$ cat config.mk
export PLATFORM = sky130hd
export DESIGN_NAME = cpu
export DESIGN_NICKNAME = d
export VERILOG_FILES = /design/src/hw/cpu_isa_pkg.sv /design/src/hw/cpu_bus_pkg.sv /design/src/hw/stage_if.sv /design/src/hw/cpu_control.sv /design/src/hw/fetch_regfile.sv /design/src/hw/execute_alu.sv /design/src/hw/writeback_mux.sv /design/src/hw/cpu.sv
export SDC_FILE = /design/constraint.sdc
export NUM_CORES = 1
export LEC_CHECK = 0
export BUFFER_PORTS_ARGS = -buffer_cell sky130_fd_sc_hd__buf_2
export CORE_AREA = 2 2 268 217
export DETAILED_ROUTE_END_ITERATION = 16
export DIE_AREA = 0 0 270 219
export PLACE_DENSITY = 0.59
export SLEW_MARGIN = 5
export SYNTH_ARGS = -nofsm -noshare
export SYNTH_HDL_FRONTEND = slang
export SYNTH_HIERARCHICAL = 1
export SYNTH_SLANG_ARGS = --single-unit
$ cat constraint.sdc
create_clock -name clk -period 8.9 [get_ports clk]
set_input_delay 1.78 -clock clk [delete_from_list [all_inputs] [get_ports clk]]
set_output_delay 1.78 -clock clk [all_outputs]
set_load 0.01 [all_outputs]
$ cat src/hw/cpu_isa_pkg.sv
`default_nettype none

package cpu_isa_pkg;

	localparam int data_w     = 16; // machine word and pc width
	localparam int reg_count  = 16; // r0 reads zero
	localparam int reg_addr_w = 4;

	// lsb of each instruction field
	localparam int op_lsb  = 12;
	localparam int op_w    = 4;
	localparam int rd_lsb  = 8;
	localparam int rs1_lsb = 4;
	localparam int rs2_lsb = 0;  // shared with imm4
	localparam int imm4_w  = 4;  // signed
	localparam int imm8_w  = 8;  // LDI and BZ only

	// flag bits as {n, v, z}
	localparam int flag_w = 3;
	localparam int flag_n = 2;
	localparam int flag_v = 1;
	localparam int flag_z = 0;

	typedef enum logic [op_w-1:0] {
		op_nop   = 4'h0,
		op_add   = 4'h1,
		op_sub   = 4'h2,
		op_and   = 4'h3,
		op_or    = 4'h4,
		op_xor   = 4'h5,
		op_addi  = 4'h6, // rs1 + sext imm4
		op_ldi   = 4'h7, // zext imm8
		op_ld    = 4'h8,
		op_st    = 4'h9,
		op_bz    = 4'ha, // pc += sext imm8 + 1
		op_accw  = 4'hb,
		op_accr  = 4'hc,
		op_accgo = 4'hd,
		op_halt  = 4'hf  // 4'he reserved and runs as nop
	} opcode_e;

endpackage

`default_nettype wire

$ cat src/hw/cpu_bus_pkg.sv
`default_nettype none

package cpu_bus_pkg;

	localparam int acc_addr_w = 3; // 8 accelerator registers

	// where the write-back value comes from
	typedef enum logic [1:0] {
		wb_none = 2'd0,
		wb_alu  = 2'd1,
		wb_mem  = 2'd2,
		wb_bus  = 2'd3
	} wb_src_e;

	// direction code on bus_rdwr
	typedef enum logic [1:0] {
		bus_idle  = 2'b00,
		bus_write = 2'b01,
		bus_read  = 2'b10
	} bus_dir_e;

endpackage

`default_nettype wire

$ cat src/hw/stage_if.sv
`timescale 1ns/1ns
`default_nettype none

// decode to execute
interface ex_ctrl_if import cpu_isa_pkg::*, cpu_bus_pkg::*; ();
	logic                  valid;
	opcode_e               op;
	logic [reg_addr_w-1:0] dest;
	logic [reg_addr_w-1:0] src1;
	logic [reg_addr_w-1:0] src2;   // rd for ST and ACCW
	logic [data_w-1:0]     data1;
	logic [data_w-1:0]     data2;
	logic [data_w-1:0]     imm;    // already extended
	logic                  use_imm;
	wb_src_e               wb_src;
	logic                  mem_rd;
	logic                  mem_wr;
	logic                  bus_wr;
	logic                  store_data_sel;

	modport driver (output valid, op, dest, src1, src2, data1, data2, imm, use_imm,
		wb_src, mem_rd, mem_wr, bus_wr, store_data_sel);
	modport receiver (input valid, op, dest, src1, src2, data1, data2, imm, use_imm,
		wb_src, mem_rd, mem_wr, bus_wr, store_data_sel);
endinterface

// execute to write-back
interface wb_if import cpu_isa_pkg::*, cpu_bus_pkg::*; ();
	logic                  valid;
	logic [data_w-1:0]     alu_out;    // also the dmem address
	logic [data_w-1:0]     store_data;
	logic [reg_addr_w-1:0] dest;
	wb_src_e               wb_src;
	logic                  mem_rd;
	logic                  mem_wr;
	logic                  bus_wr;
	logic                  bus_rd;
	logic [acc_addr_w-1:0] acc_addr;

	modport driver (output valid, alu_out, store_data, dest, wb_src, mem_rd, mem_wr,
		bus_wr, bus_rd, acc_addr);
	modport receiver (input valid, alu_out, store_data, dest, wb_src, mem_rd, mem_wr,
		bus_wr, bus_rd, acc_addr);
endinterface

`default_nettype wire

$ cat src/hw/cpu_control.sv
`timescale 1ns/1ns
`default_nettype none

module cpu_control
	import cpu_isa_pkg::*, cpu_bus_pkg::*;
(
	input  logic                  clk,
	input  logic                  rst_n,
	input  logic [data_w-1:0]     instr,
	input  logic [data_w-1:0]     rd1_data,
	input  logic [data_w-1:0]     rd2_data,
	input  logic [flag_w-1:0]     flags,
	input  logic                  flags_pending,
	input  logic                  load_wait,
	input  logic                  accel_done,
	output logic [reg_addr_w-1:0] rs1_addr,
	output logic [reg_addr_w-1:0] rs2_addr,
	output logic                  pc_hold,
	output logic                  branch_taken,
	output logic [data_w-1:0]     branch_offset,
	output logic                  halted,
	output logic                  accel_start,
	output logic                  accel_en,
	ex_ctrl_if.driver             ex
);

	typedef enum logic [1:0] {acc_idle, acc_busy, acc_halted} acc_state_e;

	acc_state_e            state;
	acc_state_e            state_nxt;
	opcode_e               op;
	logic [reg_addr_w-1:0] f_rd;
	logic [imm4_w-1:0]     imm4;
	logic [imm8_w-1:0]     imm8;
	logic [data_w-1:0]     d_imm;
	logic                  d_valid;
	logic                  d_use_imm;
	logic                  d_mem_rd;
	logic                  d_mem_wr;
	logic                  d_bus_wr;
	logic                  d_sel;
	wb_src_e               d_wb_src;
	logic                  issue;   // instr goes down the pipe this cycle
	logic                  bz_wait;
	logic                  go_wait;

	assign op   = opcode_e'(instr[op_lsb +: op_w]);
	assign f_rd = instr[rd_lsb +: reg_addr_w];
	assign imm4 = instr[rs2_lsb +: imm4_w];
	assign imm8 = instr[0 +: imm8_w];

	assign rs1_addr = instr[rs1_lsb +: reg_addr_w];
	// ST and ACCW read rd on port 2 as store data
	assign rs2_addr = (op == op_st || op == op_accw) ? f_rd : instr[rs2_lsb +: reg_addr_w];

	assign branch_offset = {{(data_w-imm8_w){imm8[imm8_w-1]}}, imm8} + 1'b1;

	always_comb begin
		d_valid   = 1'b1;
		d_imm     = {{(data_w-imm4_w){imm4[imm4_w-1]}}, imm4}; // sext imm4
		d_use_imm = 1'b0;
		d_wb_src  = wb_none;
		d_mem_rd  = 1'b0;
		d_mem_wr  = 1'b0;
		d_bus_wr  = 1'b0;
		d_sel     = 1'b0;
		case (op)
			op_add, op_sub, op_and, op_or, op_xor: d_wb_src = wb_alu;
			op_addi: begin
				d_use_imm = 1'b1;
				d_wb_src  = wb_alu;
			end
			op_ldi: begin
				d_imm     = {{(data_w-imm8_w){1'b0}}, imm8};
				d_use_imm = 1'b1;
				d_wb_src  = wb_alu;
			end
			op_ld: begin
				d_use_imm = 1'b1; // address rs1 + imm4
				d_wb_src  = wb_mem;
				d_mem_rd  = 1'b1;
			end
			op_st: begin
				d_use_imm = 1'b1;
				d_mem_wr  = 1'b1;
				d_sel     = 1'b1;
			end
			op_accw: begin
				d_bus_wr = 1'b1; // reg addr from imm[2:0]
				d_sel    = 1'b1;
			end
			op_accr: d_wb_src = wb_bus;
			default: d_valid = 1'b0; // nop, bz, accgo, halt stay in decode
		endcase
	end

	assign bz_wait = op == op_bz && flags_pending;           // flags not final yet
	assign go_wait = op == op_accgo && ex.valid && ex.bus_wr; // let ACCW reach the bus

	// stall, branch and accelerator sequencing
	always_comb begin
		state_nxt    = state;
		pc_hold      = 1'b1;
		branch_taken = 1'b0;
		accel_start  = 1'b0;
		issue        = 1'b0;
		case (state)
			acc_idle: begin
				if (load_wait) begin
					pc_hold = 1'b1; // whole pipe frozen
				end else if (op == op_halt) begin
					state_nxt = acc_halted;
				end else if (op == op_accgo) begin
					if (!go_wait) begin
						accel_start = 1'b1;
						pc_hold     = 1'b0; // step past ACCGO and wait in busy
						state_nxt   = acc_busy;
					end
				end else if (!bz_wait) begin
					issue        = 1'b1;
					branch_taken = op == op_bz && flags[flag_z];
					pc_hold      = 1'b0;
				end
			end
			acc_busy: begin
				if (accel_done)
					state_nxt = acc_idle;
			end
			acc_halted: state_nxt = acc_halted; // only reset leaves
			default: state_nxt = acc_idle;
		endcase
	end

	assign accel_en = accel_start || state == acc_busy;

	always_ff @(posedge clk or negedge rst_n) begin
		if (!rst_n) begin
			state  <= acc_idle;
			halted <= 1'b0;
		end else begin
			state  <= state_nxt;
			halted <= state == acc_halted && !load_wait; // last load done too
		end
	end

	// stage-1 register control part
	always_ff @(posedge clk or negedge rst_n) begin
		if (!rst_n) begin
			ex.valid  <= 1'b0;
			ex.op     <= op_nop;
			ex.wb_src <= wb_none;
			ex.mem_rd <= 1'b0;
			ex.mem_wr <= 1'b0;
			ex.bus_wr <= 1'b0;
		end else if (!load_wait) begin
			ex.valid  <= issue && d_valid; // bubble on stall
			ex.op     <= op;
			ex.wb_src <= d_wb_src;
			ex.mem_rd <= d_mem_rd;
			ex.mem_wr <= d_mem_wr;
			ex.bus_wr <= d_bus_wr;
		end
	end

	// operands and fields
	always_ff @(posedge clk) begin
		if (!load_wait) begin
			ex.dest           <= f_rd;
			ex.src1           <= rs1_addr;
			ex.src2           <= rs2_addr;
			ex.data1          <= rd1_data;
			ex.data2          <= rd2_data;
			ex.imm            <= d_imm;
			ex.use_imm        <= d_use_imm;
			ex.store_data_sel <= d_sel;
		end
	end

	a_en_until_done: assert property (@(posedge clk) disable iff (!rst_n)
		accel_en && !accel_done |=> accel_en);

	a_halt_sticky: assert property (@(posedge clk) disable iff (!rst_n)
		halted |=> halted);

endmodule

`default_nettype wire

$ cat src/hw/fetch_regfile.sv
`timescale 1ns/1ns
`default_nettype none

module fetch_regfile
	import cpu_isa_pkg::*;
(
	input  logic                  clk,
	input  logic                  rst_n,
	input  logic                  pc_hold,
	input  logic                  branch_taken,
	input  logic [data_w-1:0]     branch_offset,
	input  logic [reg_addr_w-1:0] rs1_addr,
	input  logic [reg_addr_w-1:0] rs2_addr,
	input  logic                  rf_wen,
	input  logic [reg_addr_w-1:0] rf_waddr,
	input  logic [data_w-1:0]     rf_wdata,
	output logic [data_w-1:0]     imem_addr,
	output logic [data_w-1:0]     rd1_data,
	output logic [data_w-1:0]     rd2_data
);

	logic [data_w-1:0] pc;
	logic [data_w-1:0] regs [reg_count];

	// read port with r0 at zero and the value being written showing through
	function automatic logic [data_w-1:0] rd_port(input logic [reg_addr_w-1:0] a);
		if (a == '0)
			return '0;
		if (rf_wen && rf_waddr == a)
			return rf_wdata;
		return regs[a];
	endfunction

	always_ff @(posedge clk or negedge rst_n) begin
		if (!rst_n)
			pc <= '0;
		else if (branch_taken)
			pc <= pc + branch_offset; // relative to the BZ itself
		else if (!pc_hold)
			pc <= pc + 1'b1;
	end

	assign imem_addr = pc; // imem answers in the same cycle

	always_ff @(posedge clk) begin
		if (rf_wen && rf_waddr != '0)
			regs[rf_waddr] <= rf_wdata;
	end

	always_comb begin
		rd1_data = rd_port(rs1_addr);
		rd2_data = rd_port(rs2_addr);
	end

	a_no_r0_write: assert property (@(posedge clk) disable iff (!rst_n)
		!(rf_wen && rf_waddr == '0));

endmodule

`default_nettype wire

$ cat src/hw/execute_alu.sv
`timescale 1ns/1ns
`default_nettype none

module execute_alu
	import cpu_isa_pkg::*, cpu_bus_pkg::*;
(
	input  logic                  clk,
	input  logic                  rst_n,
	input  logic                  stall,   // load freeze
	input  logic                  rf_wen,
	input  logic [reg_addr_w-1:0] rf_waddr,
	input  logic [data_w-1:0]     rf_wdata,
	output logic [flag_w-1:0]     flags,
	output logic                  flags_pending,
	ex_ctrl_if.receiver           ex,
	wb_if.driver                  wb
);

	logic              fwd_a_sel;
	logic              fwd_b_sel;
	logic [data_w-1:0] op_a;
	logic [data_w-1:0] reg_b;   // forwarded rs2 or rd
	logic [data_w-1:0] op_b;
	logic [data_w-1:0] result;
	logic              ovf;
	logic              sets_flags;

	// forward from the write-back stage
	assign fwd_a_sel = rf_wen && rf_waddr == ex.src1;
	assign fwd_b_sel = rf_wen && rf_waddr == ex.src2;
	assign op_a  = fwd_a_sel ? rf_wdata : ex.data1;
	assign reg_b = fwd_b_sel ? rf_wdata : ex.data2;
	assign op_b  = ex.use_imm ? ex.imm : reg_b;

	always_comb begin
		result = op_b; // LDI and bus ops pass b
		ovf    = 1'b0;
		case (ex.op)
			op_add, op_addi, op_ld, op_st: begin
				result = op_a + op_b;
				ovf    = op_a[data_w-1] == op_b[data_w-1] && result[data_w-1] != op_a[data_w-1];
			end
			op_sub: begin
				result = op_a - op_b;
				ovf    = op_a[data_w-1] != op_b[data_w-1] && result[data_w-1] != op_a[data_w-1];
			end
			op_and:  result = op_a & op_b;
			op_or:   result = op_a | op_b;
			op_xor:  result = op_a ^ op_b;
			default: result = op_b;
		endcase
	end

	assign sets_flags    = ex.op inside {op_add, op_sub, op_and, op_or, op_xor, op_addi};
	assign flags_pending = ex.valid && sets_flags; // BZ in decode must wait

	always_ff @(posedge clk or negedge rst_n) begin
		if (!rst_n) begin
			flags <= '0;
		end else if (flags_pending && !stall) begin
			flags[flag_n] <= result[data_w-1];
			flags[flag_v] <= ovf;
			flags[flag_z] <= result == '0;
		end
	end

	// stage-2 register held during the load freeze
	always_ff @(posedge clk or negedge rst_n) begin
		if (!rst_n) begin
			wb.valid  <= 1'b0;
			wb.wb_src <= wb_none;
			wb.mem_rd <= 1'b0;
			wb.mem_wr <= 1'b0;
			wb.bus_wr <= 1'b0;
			wb.bus_rd <= 1'b0;
		end else if (!stall) begin
			wb.valid  <= ex.valid;
			wb.wb_src <= ex.wb_src;
			wb.mem_rd <= ex.mem_rd;
			wb.mem_wr <= ex.mem_wr;
			wb.bus_wr <= ex.bus_wr;
			wb.bus_rd <= ex.wb_src == wb_bus; // ACCR
		end
	end

	always_ff @(posedge clk) begin
		if (!stall) begin
			wb.alu_out    <= result;
			wb.store_data <= ex.store_data_sel ? reg_b : result;
			wb.dest       <= ex.dest;
			wb.acc_addr   <= ex.imm[acc_addr_w-1:0];
		end
	end

	// r0 as a source must still be zero after forwarding
	a_no_fwd_r0: assert property (@(posedge clk) disable iff (!rst_n)
		ex.valid && ex.src1 == '0 |-> op_a == '0);

endmodule

`default_nettype wire

$ cat src/hw/writeback_mux.sv
`timescale 1ns/1ns
`default_nettype none

module writeback_mux
	import cpu_isa_pkg::*, cpu_bus_pkg::*;
(
	input  logic                  clk,
	input  logic                  rst_n,
	input  logic [data_w-1:0]     dmem_rdata,
	input  logic [data_w-1:0]     bus_rdata,
	output logic                  dmem_ren,
	output logic                  dmem_wren,
	output logic [data_w-1:0]     dmem_addr,
	output logic [data_w-1:0]     dmem_wdata,
	output bus_dir_e              bus_rdwr,
	output logic [acc_addr_w-1:0] bus_addr,
	output logic [data_w-1:0]     bus_wdata,
	output logic                  rf_wen,
	output logic [reg_addr_w-1:0] rf_waddr,
	output logic [data_w-1:0]     rf_wdata,
	output logic                  load_wait,
	wb_if.receiver                wb
);

	logic                  load_pend; // read data arrives this cycle
	logic [reg_addr_w-1:0] load_dest;

	assign load_wait = wb.valid && wb.mem_rd && !load_pend;

	// LD stays in this stage for the freeze so dmem is read only once
	assign dmem_ren   = load_wait;
	assign dmem_wren  = wb.valid && wb.mem_wr;
	assign dmem_addr  = wb.alu_out;
	assign dmem_wdata = wb.store_data;

	// accelerator register bus
	assign bus_rdwr  = !wb.valid ? bus_idle :
	                   wb.bus_wr ? bus_write :
	                   wb.bus_rd ? bus_read : bus_idle;
	assign bus_addr  = wb.acc_addr;
	assign bus_wdata = wb.store_data;

	always_ff @(posedge clk or negedge rst_n) begin
		if (!rst_n)
			load_pend <= 1'b0;
		else
			load_pend <= load_wait;
	end

	always_ff @(posedge clk) begin
		if (load_wait)
			load_dest <= wb.dest;
	end

	always_comb begin
		rf_waddr = load_pend ? load_dest : wb.dest;
		if (load_pend)
			rf_wdata = dmem_rdata;
		else if (wb.wb_src == wb_bus)
			rf_wdata = bus_rdata; // combinational from bus_addr
		else
			rf_wdata = wb.alu_out;
		rf_wen = (load_pend || (wb.valid && (wb.wb_src == wb_alu || wb.wb_src == wb_bus)))
			&& rf_waddr != '0;
	end

	a_dmem_excl: assert property (@(posedge clk) disable iff (!rst_n)
		!(dmem_ren && dmem_wren));

endmodule

`default_nettype wire

$ cat src/hw/cpu.sv
`timescale 1ns/1ns
`default_nettype none

module cpu
	import cpu_isa_pkg::*, cpu_bus_pkg::*;
(
	input  logic                  clk,
	input  logic                  rst_n,
	input  logic [data_w-1:0]     imem_data,
	input  logic [data_w-1:0]     dmem_rdata,
	input  logic [data_w-1:0]     bus_rdata,
	input  logic                  accel_done,
	output logic [data_w-1:0]     imem_addr,
	output logic                  dmem_ren,
	output logic                  dmem_wren,
	output logic [data_w-1:0]     dmem_addr,
	output logic [data_w-1:0]     dmem_wdata,
	output bus_dir_e              bus_rdwr,
	output logic [acc_addr_w-1:0] bus_addr,
	output logic [data_w-1:0]     bus_wdata,
	output logic                  accel_start,
	output logic                  accel_en,
	output logic                  halted
);

	logic [reg_addr_w-1:0] rs1_addr;
	logic [reg_addr_w-1:0] rs2_addr;
	logic [data_w-1:0]     rd1_data;
	logic [data_w-1:0]     rd2_data;
	logic                  pc_hold;
	logic                  branch_taken;
	logic [data_w-1:0]     branch_offset;
	logic [flag_w-1:0]     flags;
	logic                  flags_pending;
	logic                  load_wait;     // also freezes execute
	logic                  rf_wen;
	logic [reg_addr_w-1:0] rf_waddr;
	logic [data_w-1:0]     rf_wdata;

	ex_ctrl_if ex_ch ();
	wb_if      wb_ch ();

	cpu_control u_ctrl (
		.clk, .rst_n,
		.instr        (imem_data),
		.rd1_data, .rd2_data, .flags, .flags_pending, .load_wait, .accel_done,
		.rs1_addr, .rs2_addr, .pc_hold, .branch_taken, .branch_offset,
		.halted, .accel_start, .accel_en,
		.ex           (ex_ch.driver)
	);

	fetch_regfile u_fetch (
		.clk, .rst_n, .pc_hold, .branch_taken, .branch_offset,
		.rs1_addr, .rs2_addr, .rf_wen, .rf_waddr, .rf_wdata,
		.imem_addr, .rd1_data, .rd2_data
	);

	execute_alu u_exec (
		.clk, .rst_n,
		.stall        (load_wait),
		.rf_wen, .rf_waddr, .rf_wdata, .flags, .flags_pending,
		.ex           (ex_ch.receiver),
		.wb           (wb_ch.driver)
	);

	writeback_mux u_wb (
		.clk, .rst_n, .dmem_rdata, .bus_rdata,
		.dmem_ren, .dmem_wren, .dmem_addr, .dmem_wdata,
		.bus_rdwr, .bus_addr, .bus_wdata,
		.rf_wen, .rf_waddr, .rf_wdata, .load_wait,
		.wb           (wb_ch.receiver)
	);

endmodule

`default_nettype wire

==> results.md, run 1 <==
* Port bufs at 124
* CTS Root Cell: clkbuf_16
* Initial antenna violation count at 0
* Die Y at 219 um
* Min-delay worst type: reg -> reg
* Worst-Skew Late Latency at 0.59 ns
* Die width at 270 um
* Crit path time final at 6.65 ns
* DRC errors left at 0
* Power Density at 224 mW/mm^2
* Final instance area at 0.0248 sq mm
* Worst-margin pin slew at 1.11 ns
* Global-route wire length before repair at 91.8 mm
* Routed Antenna Nets at 0
* Routability Congestion at 0.935
* Final worst slack at 2.25 ns
* Gr usage total at 20.8%
* Post-DP HPWL at 39.8 mm
* Synthesis Warnings at 6
* Drt wl/cell at 24.8 um
* Post-Route Setup TNS at 0 ns
* PostCTS Resize Cnt at 0
* RSZ-0062 raised after global routing: no
* Hold depth at 0
* Post-CTS Setup Inserts at 0
* Worst path arrival time at 6.94 ns
* Clock Power Share at 32.3%
* Pre-CTS WS at 2.34 ns
* Cells after Synth at 1620
* Vias in the first global route at 14.3k
* Largest net degree at the start of global routing at 68
* R2R setup slack at 2.25 ns
* Critical Path RT at 9.19 ns
* Avg Cell Area, Syn at 13.8 sq um
* Initial core utilization at 39.7%
* Switching Share at 30.6%
* Area growth, synth to finish at 10.9%
* Clk_skew at 0.0216 ns
* Clock Tree Buf Depth at 3
* Final period utilization at 74.7%
* Placeable Area at 0.0563 sq mm
* CTS tree: yes
* Total gr overflow at 0
* # hold bufs at CTS at 0
* First drt pass iteration count at 5
* F_max at 150 MHz
* Total CTS buffers at 42
* Final setup fails at 0
* Fin. max-slew vios at 0
* Share of cells above drive strength 1 at 27.0%
* Die area at 0.0591 sq mm
* Total power at 5550 uW
* # nets final at 1807
* Placed cell area at 0.0234 sq mm
* Drt total wl at 61.4 mm
* Logic gate share of total power at 24.9%
* Psw at 1700 uW
* Number of vias in the routed layout at 14.5k
* Drt via density at 5.84
* Antenna diodes at 0
* CP startpoint kind: register
* Internal power at 3850 uW
* Status: finished clean
* Max-cap violations at 0
* Seq pwr share at 42.8%
* Critical path class: reg -> reg
* Mapped Area at 0.0223 sq mm
* Slew headroom at 26.2%
* H-tree Lvls at 2
* Rows at 78
* Static leakage at 0.00929 uW
* R2R depth at 17
* I/O pin cnt at 125
* Worst setup EP type: register
* Clock sink count at 392
* Clk slew on worst S/H paths at 0.06 ns
* Worst-path fanout max at 26
* Endpoints failing hold at 0
* Worst VDD drop at 0.141 mV
* DRT iter0 DRCs at 1331
-- power by group through the flow --
stage / clock [uW] / sequential (uW) / combinational, uW
floorplan: 0 / 2390 / 988
global placement: 0 / 2410 / 1360
detailed placement: 0 / 2410 / 1370
CTS: 1830 / 2380 / 1380
global route: 1900 / 2390 / 1500
finish: 1790 / 2370 / 1380
-- layout make-up --
| class | instances | area [sq um] |
|---|---|---|
| fillers | 5069 | 31500 |
| flip-flops and latches | 392 | 11600 |
| multi-input cells | 1015 | 9620 |
| clock buffers | 53 | 1090 |
| repair buffers | 173 | 993 |
| well taps | 760 | 951 |
| clock inverters | 21 | 303 |
| inverters | 63 | 236 |
-- cells in the final DEF (no fill, tap or decap), drive strengths merged, types with 7 or more instances in the layout --
cell	count
nor2	120
o21bai	8
a31oi	9
edfxtp	354
inv	62
nand2b	16
mux2	41
buf	173
conb	16
nand2	104
ha	66
xnor2	22
xor2	15
a21oi	53
nor2b	7
o211ai	10
o31ai	9
a211oi	11
nor3	18
clkbuf	53
a221oi	7
clkinv	16
nand3	19
mux2i	71
nor4	10
a22oi	8
and2	19
dfrtp	38
mux4	160
o21ai	74
a21o	13
-- critical path, stage by stage (launching register included) --
cell     delay [ns]
dfrtp_1        0.74
buf_4          0.41
mux2_2         0.47
xnor2_1        0.23
nand3_1        0.16
nor2_1         0.35
buf_4          0.30
mux2_2         0.38
mux2i_1        0.29
inv_1          0.12
ha_1           0.48
or4_1          0.60
nor4b_1        0.30
o31ai_1        0.15
a31oi_1        0.18
mux2_2         0.35
o32ai_1        0.66
mux2i_1        0.17
-- through the flow --
step | std cells | util [%] | hold WS (ns)
after global routing | 2477 | 44.0 | 0.428
after CTS | 2477 | 44.0 | 0.420
final | 2477 | 44.0 | 0.417
after global placement | 2403 | 41.5 | 0.401
after floorplan | 1635 | - | 0.400
after detailed placement | 2403 | 41.5 | 0.409
-- metal layers --
metal	share of wire [%]	up-vias	GRT usage, %
met1	45	7403	30.4
met3	7.7	85	3.33
met5	0	-	0
met2	45	635	32.0
li1	-	6355	-
met4	2.2	0	5.83
-- flip-flops by register name (all words and copies together) (netlist names), 2 cells and up --
signal and cells:
u_fetch/regs 256, u_ctrl/ex.data1 16, u_ctrl/ex.data2 16, u_exec/wb.alu_out 16, u_exec/wb.store_data 16, u_fetch/imem_addr 16
u_ctrl/ex.imm 9, u_ctrl/ex.dest 4, u_ctrl/ex.op 4, u_ctrl/ex.src1 4, u_ctrl/ex.src2 4, u_exec/wb.dest 4
u_wb/load_dest 4, u_exec/wb.acc_addr 3, u_ctrl/ex.wb_src 2, u_ctrl/state 2, u_exec/wb.wb_src 2
-- worst paths after layout --
| path | end | from |
|---|---|---|
| max reg2reg | u_exec/wb.store_data[13] | u_wb/load_pend |
| min | u_exec/wb.dest[0] | u_ctrl/ex.dest[0] |
| min in group asynchronous | u_fetch/imem_addr[0] | rst_n |
| min reg2reg | u_exec/wb.dest[0] | u_ctrl/ex.dest[0] |
| max in group asynchronous | u_exec/wb.bus_rd | rst_n |
| max | u_exec/wb.store_data[13] | u_wb/load_pend |
Note: power is estimated with default switching activity, not from simulation.
==> inputs of run 2 (changes only) <==
- PLACE_DENSITY: 0.59 -> 0.61
- clock period: 8.9 -> 5.67 ns (I/O delays scaled with it)
==> run 2 against run 1 <==
Sequential power rose by 57%. Combinational power rose by 60%. Clock skew fell by 0.010 ns. Final cell count rose by 0.61%. Core utilization rose by 0.16 points. Critical path depth did not move. Wire length fell by 1.8%. Critical path type unchanged.
==> results.md, run 2 (same netlist as run 1, synthesis figures left out) <==
* Most common cell after layout, fill and taps aside: edfxtp_1
* Placeable Area at 0.0563 sq mm (unchanged)
* Power Density at 345 mW/mm^2 (+54%)
* Fin. max-slew vios at 0 (unchanged)
* Clk slew on worst S/H paths at 0.06 ns (about the same)
* Drt via density at 5.77 (-1.2%)
* Slew headroom at 22.5% (-3.7 points)
* Status: finished clean
* Seq pwr share at 43.5% (+0.7 points)
* Worst path arrival time at 5.68 ns (-1.26 ns)
* Initial antenna violation count at 0 (unchanged)
* Area occupied by multi-input gates at 0.00966 sq mm (+0.40%)
* Global-route wire length before repair at 90.1 mm (-1.9%)
* Drt total wl at 60.3 mm (-1.8%)
* Worst VDD drop at 0.217 mV (+53%)
* Clk_skew at 0.0112 ns (-0.0104 ns)
* Final hold slack at 0.425 ns (+0.00827 ns)
* Endpoints failing hold at 0 (unchanged)
* Die width at 270 um (unchanged)
* Worst-Skew Late Latency at 0.55 ns (-0.04 ns)
* Die area at 0.0591 sq mm (unchanged)
* Switching Share at 31.0% (+0.42 points)
* Total gr overflow at 0 (unchanged)
* Routed Antenna Nets at 0 (unchanged)
* H-tree Lvls at 2 (unchanged)
* Crit path largest cell delay at 0.55 ns (-0.19 ns)
* Biggest register: u_fetch/regs
* Rows at 78 (unchanged)
* F_max at 185 MHz (+23%)
* Worst Path Buf+Inv at 3 (unchanged)
* Clock sink count at 392 (unchanged)
* Share of cells above drive strength 1 at 28.3% (+1.3 points)
* Post-DP HPWL at 40.8 mm (+2.5%)
* Crit path time final at 5.41 ns (-1.24 ns)
* Crit-path cells: mux2_4, nor2_1, a21oi_1, buf_4, o21ai_0, nor4b_4, buf_4, mux2_2, ha_1, or4_1, nor4b_1, o31ai_1, a31oi_1, mux2_2, o32ai_2, buf_4, mux2i_1
* Critical Path Most Common Cell: buf_4
* Clock Tree Buf Depth at 3 (unchanged)
* Antenna diodes at 0 (unchanged)
* DRC errors left at 0 (unchanged)
* Critical Path RT at 5.94 ns (-3.25 ns)
* Total power at 8580 uW (+55%)
* Drt wl/cell at 24.2 um (-2.4%)
* Die Y at 219 um (unchanged)
* CP top delay family: simple AND/OR/NAND/NOR gates
* Clock Power Share at 30.8% (-1.5 points)
* Final setup fails at 0 (unchanged)
* I/O pin cnt at 125 (unchanged)
* Max-cap violations at 0 (unchanged)
* First drt pass iteration count at 7 (+2)
* Critical path class: reg -> reg
* Routability Congestion at 0.955 (+2.1%)
* Port bufs at 124 (unchanged)
* Min-delay worst type: reg -> reg
* # nets final at 1821 (+0.77%)
* Internal power at 5920 uW (+54%)
* Psw at 2660 uW (+57%)
* DRT iter0 DRCs at 1405 (+5.6%)
* Logic gate share of total power at 25.8% (+0.9 points)
* Static leakage at 0.00934 uW (+0.54%)
* CP max-delay cell: or4_1
* Area growth, synth to finish at 11.3%
* Vias in the first global route at 14.3k (+0.028%)
* CTS tree: yes
* CTS Root Cell: clkbuf_16
* Worst-margin pin slew at 1.16 ns (+0.0523 ns)
* Storage cell area at 0.0116 sq mm (unchanged)
* Gr usage total at 20.2% (-0.56 points)
* Initial core utilization at 39.7% (unchanged)
* Total CTS buffers at 41 (-2.4%)
* Most frequent cells in the layout: edfxtp_1 (354), mux4_2 (160), buf_2 (122), nor2_1 (107), nand2_1 (101)
* Worst setup EP type: register
* Largest net degree at the start of global routing at 68 (unchanged)
* Filler cells at 5068 (-0.020%)
* CP startpoint kind: register
* Number of vias in the routed layout at 14.4k (-0.62%)
* # hold bufs at CTS at 0 (unchanged)
* Worst-path fanout max at 14 (-46%)
* Final period utilization at 95.5% (+21 points)
* Largest register FFs at 256 (unchanged)
run 2: cell types whose count changed in the layout (fill, tap and decap cells not counted), moves of 5 or more:
| cell | previous run | this run |
|---|---|---|
| buf_4 | 51 | 63 |
| nor2_1 | 115 | 107 |
| clkbuf_1 | 11 | 4 |
| clkinv_1 | 4 | 9 |
| nor2_2 | 2 | 10 |
run 2: layout make-up:
cell class | count | area share [%]
Inverter | 63 | 0.951
Clock inverter | 28 | 0.936
Multi-Input combinational cell | 1015 | 38.8
Tap cell | 760 | 3.82
Clock buffer | 46 | 4.29
Timing Repair Buffer | 188 | 4.60
Sequential cell | 392 | 46.6
run 2: metal layers:
metal / global-route usage [%] / up-vias / share of wire, %
met2: 31.5 / 556 / 45
met3: 4.35 / 74 / 8.0
li1: - / 6385 / -
met5: 0 / - / 0
met4: 4.48 / 0 / 1.9
met1: 29.1 / 7373 / 45
run 2: power groups by stage:
stage | Combinational [uW] | Clock [uW] | Sequential, uW
6_report | 2210 | 2640 | 3730
5_1_grt | 2400 | 2800 | 3750
4_1_cts | 2190 | 2700 | 3730
3_5_place_dp | 2180 | 0 | 3790
3_3_place_gp | 2160 | 0 | 3780
2_1_floorplan | 1550 | 0 | 3750
run 2: final timing paths:
check / startpoint / to / slack, ns / cells after the start
max: u_wb/load_pend / u_exec/wb.store_data[13] / 0.26 / 17
min: u_ctrl/ex.dest[0] / u_exec/wb.dest[0] / 0.43 / 0
max reg2reg: u_wb/load_pend / u_exec/wb.store_data[13] / 0.26 / 17
min reg2reg: u_ctrl/ex.dest[0] / u_exec/wb.dest[0] / 0.43 / 0
max in group asynchronous: rst_n / u_exec/flags[0] / 4.28 / 1
min in group asynchronous: rst_n / u_fetch/imem_addr[9] / 0.76 / 1
run 2: repair_timing:
item | in CTS | in global routing
resized for setup | 0 | 4
setup buffers | 0 | 1
setup endpoints to repair | 0 | 5
run 2: worst register-to-register path: cells and delay by family (launching register included):
kind	cells	cell delay, ns
compound gates	5	1.04
fa+ha+maj	1	0.44
buf+inv	3	0.68
flops	1	0.47
mux	4	1.17
simple gates	4	1.33
run 2: per-stage QoR:
stage | area [sq um] | setup TNS (ns) | setup slack (ns) | cells | util, %
final | 24900 | 0 | 0.257 | 2492 | 44.2
after global routing | 24900 | -0.0283 | -0.0283 | 2492 | 44.2
after CTS | 24800 | 0 | 0.137 | 2491 | 44.1
after detailed placement | 23500 | 0 | 0.203 | 2417 | 41.8
after global placement | 23500 | 0 | 0.280 | 2417 | 41.8
after floorplan | 22400 | 0 | 0.381 | 1635 | -
==> inputs of run 3 (changes only) <==
- CTS_BUF_LIST: not set -> sky130_fd_sc_hd__clkbuf_4 sky130_fd_sc_hd__clkbuf_8
==> run 3 against run 2 <==
Critical path depth is the same. Worst hold slack is essentially flat. Wire length grew 0.54%. Final cell count grew 1.7%. Combinational power is essentially flat. Non-clock buffer count shrank 1. Cell area is essentially flat. Sequential power is essentially flat. Sequential share of layout area is essentially flat. Via count grew 1.3%. Critical path type unchanged. Largest cell class unchanged.
==> results.md, run 3 (same netlist as run 1, synthesis figures left out) <==
* Number of vias in the routed layout at 14.6k (+1.3%)
* Worst VDD drop at 0.233 mV (+7.8%)
* Worst-path fanout max at 13 (-1)
* Drt wl/cell at 23.9 um (-1.2%)
* Post-DP HPWL at 40.8 mm (unchanged)
* Worst-margin pin slew at 1.18 ns (+0.0186 ns)
* DRT iter0 DRCs at 1484 (+5.6%)
* Gr usage total at 20.4% (+0.21 points)
* Endpoints failing hold at 0 (unchanged)
* Static leakage at 0.00938 uW (+0.44%)
* Fin. max-slew vios at 0 (unchanged)
* Power Density at 340 mW/mm^2 (-1.5%)
* Drt via density at 5.75 (-0.45%)
* Post-CTS Setup Inserts at 0 (unchanged)
* Die area at 0.0591 sq mm (unchanged)
* CP startpoint kind: register
* Total CTS buffers at 66 (+61%)
* Placed cell area at 0.0235 sq mm (unchanged)
* Met2 routed WL at 27.3 mm (-0.13%)
* Placeable Area at 0.0563 sq mm (unchanged)
* Clk_skew at 0.0232 ns (+0.0121 ns)
* Largest register FFs at 256 (unchanged)
* Worst setup EP type: register
* Clock sink count at 392 (unchanged)
* Die Y at 219 um (unchanged)
* Initial core utilization at 39.7% (unchanged)
* Worst path arrival time at 5.69 ns (about the same)
* CTS tree: yes
* DRC errors left at 0 (unchanged)
* Critical path class: reg -> reg
* Final worst slack at 0.300 ns (+0.0427 ns)
* Routed Antenna Nets at 0 (unchanged)
* CTS Root Cell: clkbuf_8
* Filler cells at 5109 (+0.81%)
* Largest net degree at the start of global routing at 68 (unchanged)
* Internal power at 5780 uW (-2.4%)
* Clk slew on worst S/H paths at 0.06 ns (about the same)
* Slew headroom at 21.2% (-1.2 points)
* Global-route wire length before repair at 90.6 mm (+0.58%)
* Final setup fails at 0 (unchanged)
* Logic gate share of total power at 26.1% (+0.3 points)
* First drt pass iteration count at 5 (-2)
* Die width at 270 um (unchanged)
* Crit path time final at 5.37 ns (-0.0427 ns)
* Share of cells above drive strength 1 at 30.1% (+1.8 points)
* Pre-CTS WS at 0.203 ns (unchanged)
* Most common cell after layout, fill and taps aside: edfxtp_1
* Rows at 78 (unchanged)
* H-tree Lvls at 3 (+1)
* Psw at 2670 uW (+0.45%)
* F_max at 186 MHz (+0.80%)
* Switching Share at 31.6% (+0.62 points)
* Biggest register: u_fetch/regs
* Initial antenna violation count at 1 (+1)
* Met3 wire length at 5.75 mm (+19%)
* Min-delay worst type: reg -> reg
* Worst-Skew Late Latency at 0.62 ns (+0.07 ns)
* Status: finished clean
* Drt total wl at 60.7 mm (+0.54%)
* M1 wire length at 26.5 mm (-2.2%)
* Seq pwr share at 44.2% (+0.7 points)
* Area growth, synth to finish at 11.3% (about the same)
* I/O pin cnt at 125 (unchanged)
* Final instance area at 0.0249 sq mm (about the same)
* Final period utilization at 94.7% (-0.75 points)
* Critical Path RT at 5.99 ns (+0.05 ns)
* Highest metal used: met4
* Clock Power Share at 29.8% (-1.0 points)
* # nets final at 1845 (+1.3%)
* Total power at 8450 uW (-1.5%)
* Routability Congestion at 0.955 (unchanged)
* Vias in the first global route at 14.5k (+1.3%)
* Most frequent cells in the layout: edfxtp_1 (354), mux4_2 (160), buf_2 (122), nor2_1 (107), nand2_1 (101)
* Clock Tree Buf Depth at 3 (unchanged)
* Total gr overflow at 0 (unchanged)
* Port bufs at 124 (unchanged)
* Max-cap violations at 0 (unchanged)
## run 3: changes by cell type in the layout (fill, tap and decap cells not counted), moves of 2 or more
cell and change:
bufinv_16 -2, clkbuf_8 +72, clkbuf_16 -42, clkbuf_1 -4
clkbuf_4 +20, clkinv_2 -3, clkinv_1 +2
## run 3: worst max-delay path, cell delays in order, from the launching register on
cell,delay [ns]
dfrtp_1,0.49
mux2_2,0.46
xnor2_1,0.23
nand3_1,0.15
nor2_1,0.22
buf_12,0.19
mux2_2,0.36
mux2i_1,0.29
inv_1,0.11
ha_1,0.30
or4_1,0.61
nor4b_1,0.33
o31ai_1,0.18
a31oi_1,0.18
mux2_2,0.36
o32ai_2,0.36
buf_4,0.19
mux2i_1,0.06
## run 3: path summary, 6_finish.rpt
check | from | endpoint | slack [ns] | cells after the start
setup / recovery | u_wb/load_pend | u_exec/wb.store_data[13] | 0.30 | 17
hold / removal | u_ctrl/ex.dest[0] | u_exec/wb.dest[0] | 0.42 | 0
setup reg to reg | u_wb/load_pend | u_exec/wb.store_data[13] | 0.30 | 17
hold reg to reg | u_ctrl/ex.dest[0] | u_exec/wb.dest[0] | 0.42 | 0
max in group asynchronous | rst_n | u_exec/flags[0] | 4.32 | 1
min in group asynchronous | rst_n | u_fetch/imem_addr[12] | 0.69 | 1
## run 3: layout make-up
class / instances / area, sq um / area share [%]
Sequential cell: 392 / 11600 / 46.6
Multi-Input combinational cell: 1015 / 9660 / 38.8
Clock buffer: 92 / 1140 / 4.59
Timing Repair Buffer: 187 / 1140 / 4.57
Tap cell: 760 / 951 / 3.82
Inverter: 63 / 236 / 0.951
Clock inverter: 25 / 159 / 0.639
Antenna cell: 1 / 2.50 / 0.0101
## run 3: power groups by stage
| stage | Sequential [uW] | Combinational, uW | Clock, uW |
|---|---|---|---|
| 4_1_cts | 3730 | 2190 | 2580 |
| 3_5_place_dp | 3790 | 2180 | 0 |
| 5_1_grt | 3760 | 2400 | 2710 |
| 6_report | 3730 | 2200 | 2520 |
| 3_3_place_gp | 3780 | 2160 | 0 |
| 2_1_floorplan | 3750 | 1550 | 0 |
## run 3: through the flow
step           util, %  std cells   TNS, ns  hold slack (ns)
2_1_floorplan        -       1635         0            0.400
3_3_place_gp      41.8       2417         0            0.403
3_5_place_dp      41.8       2417         0            0.412
4_1_cts           44.1       2534         0            0.425
5_1_grt           44.2       2535  -0.00251            0.426
6_report          44.2       2535         0            0.425
## run 3: routing by layer
layer | vias to the layer above | GRT usage [%]
li1 | 6445 | -
met5 | - | 0
met1 | 7383 | 29.3
met3 | 82 | 4.80
met2 | 661 | 31.2
met4 | 0 | 5.33
## run 3: repair_timing
action	4_1_cts	5_1_grt
endpoints found under the setup margin	0	5
endpoints found under the hold margin	0	0
resized for setup	0	4
hold buffers	0	0
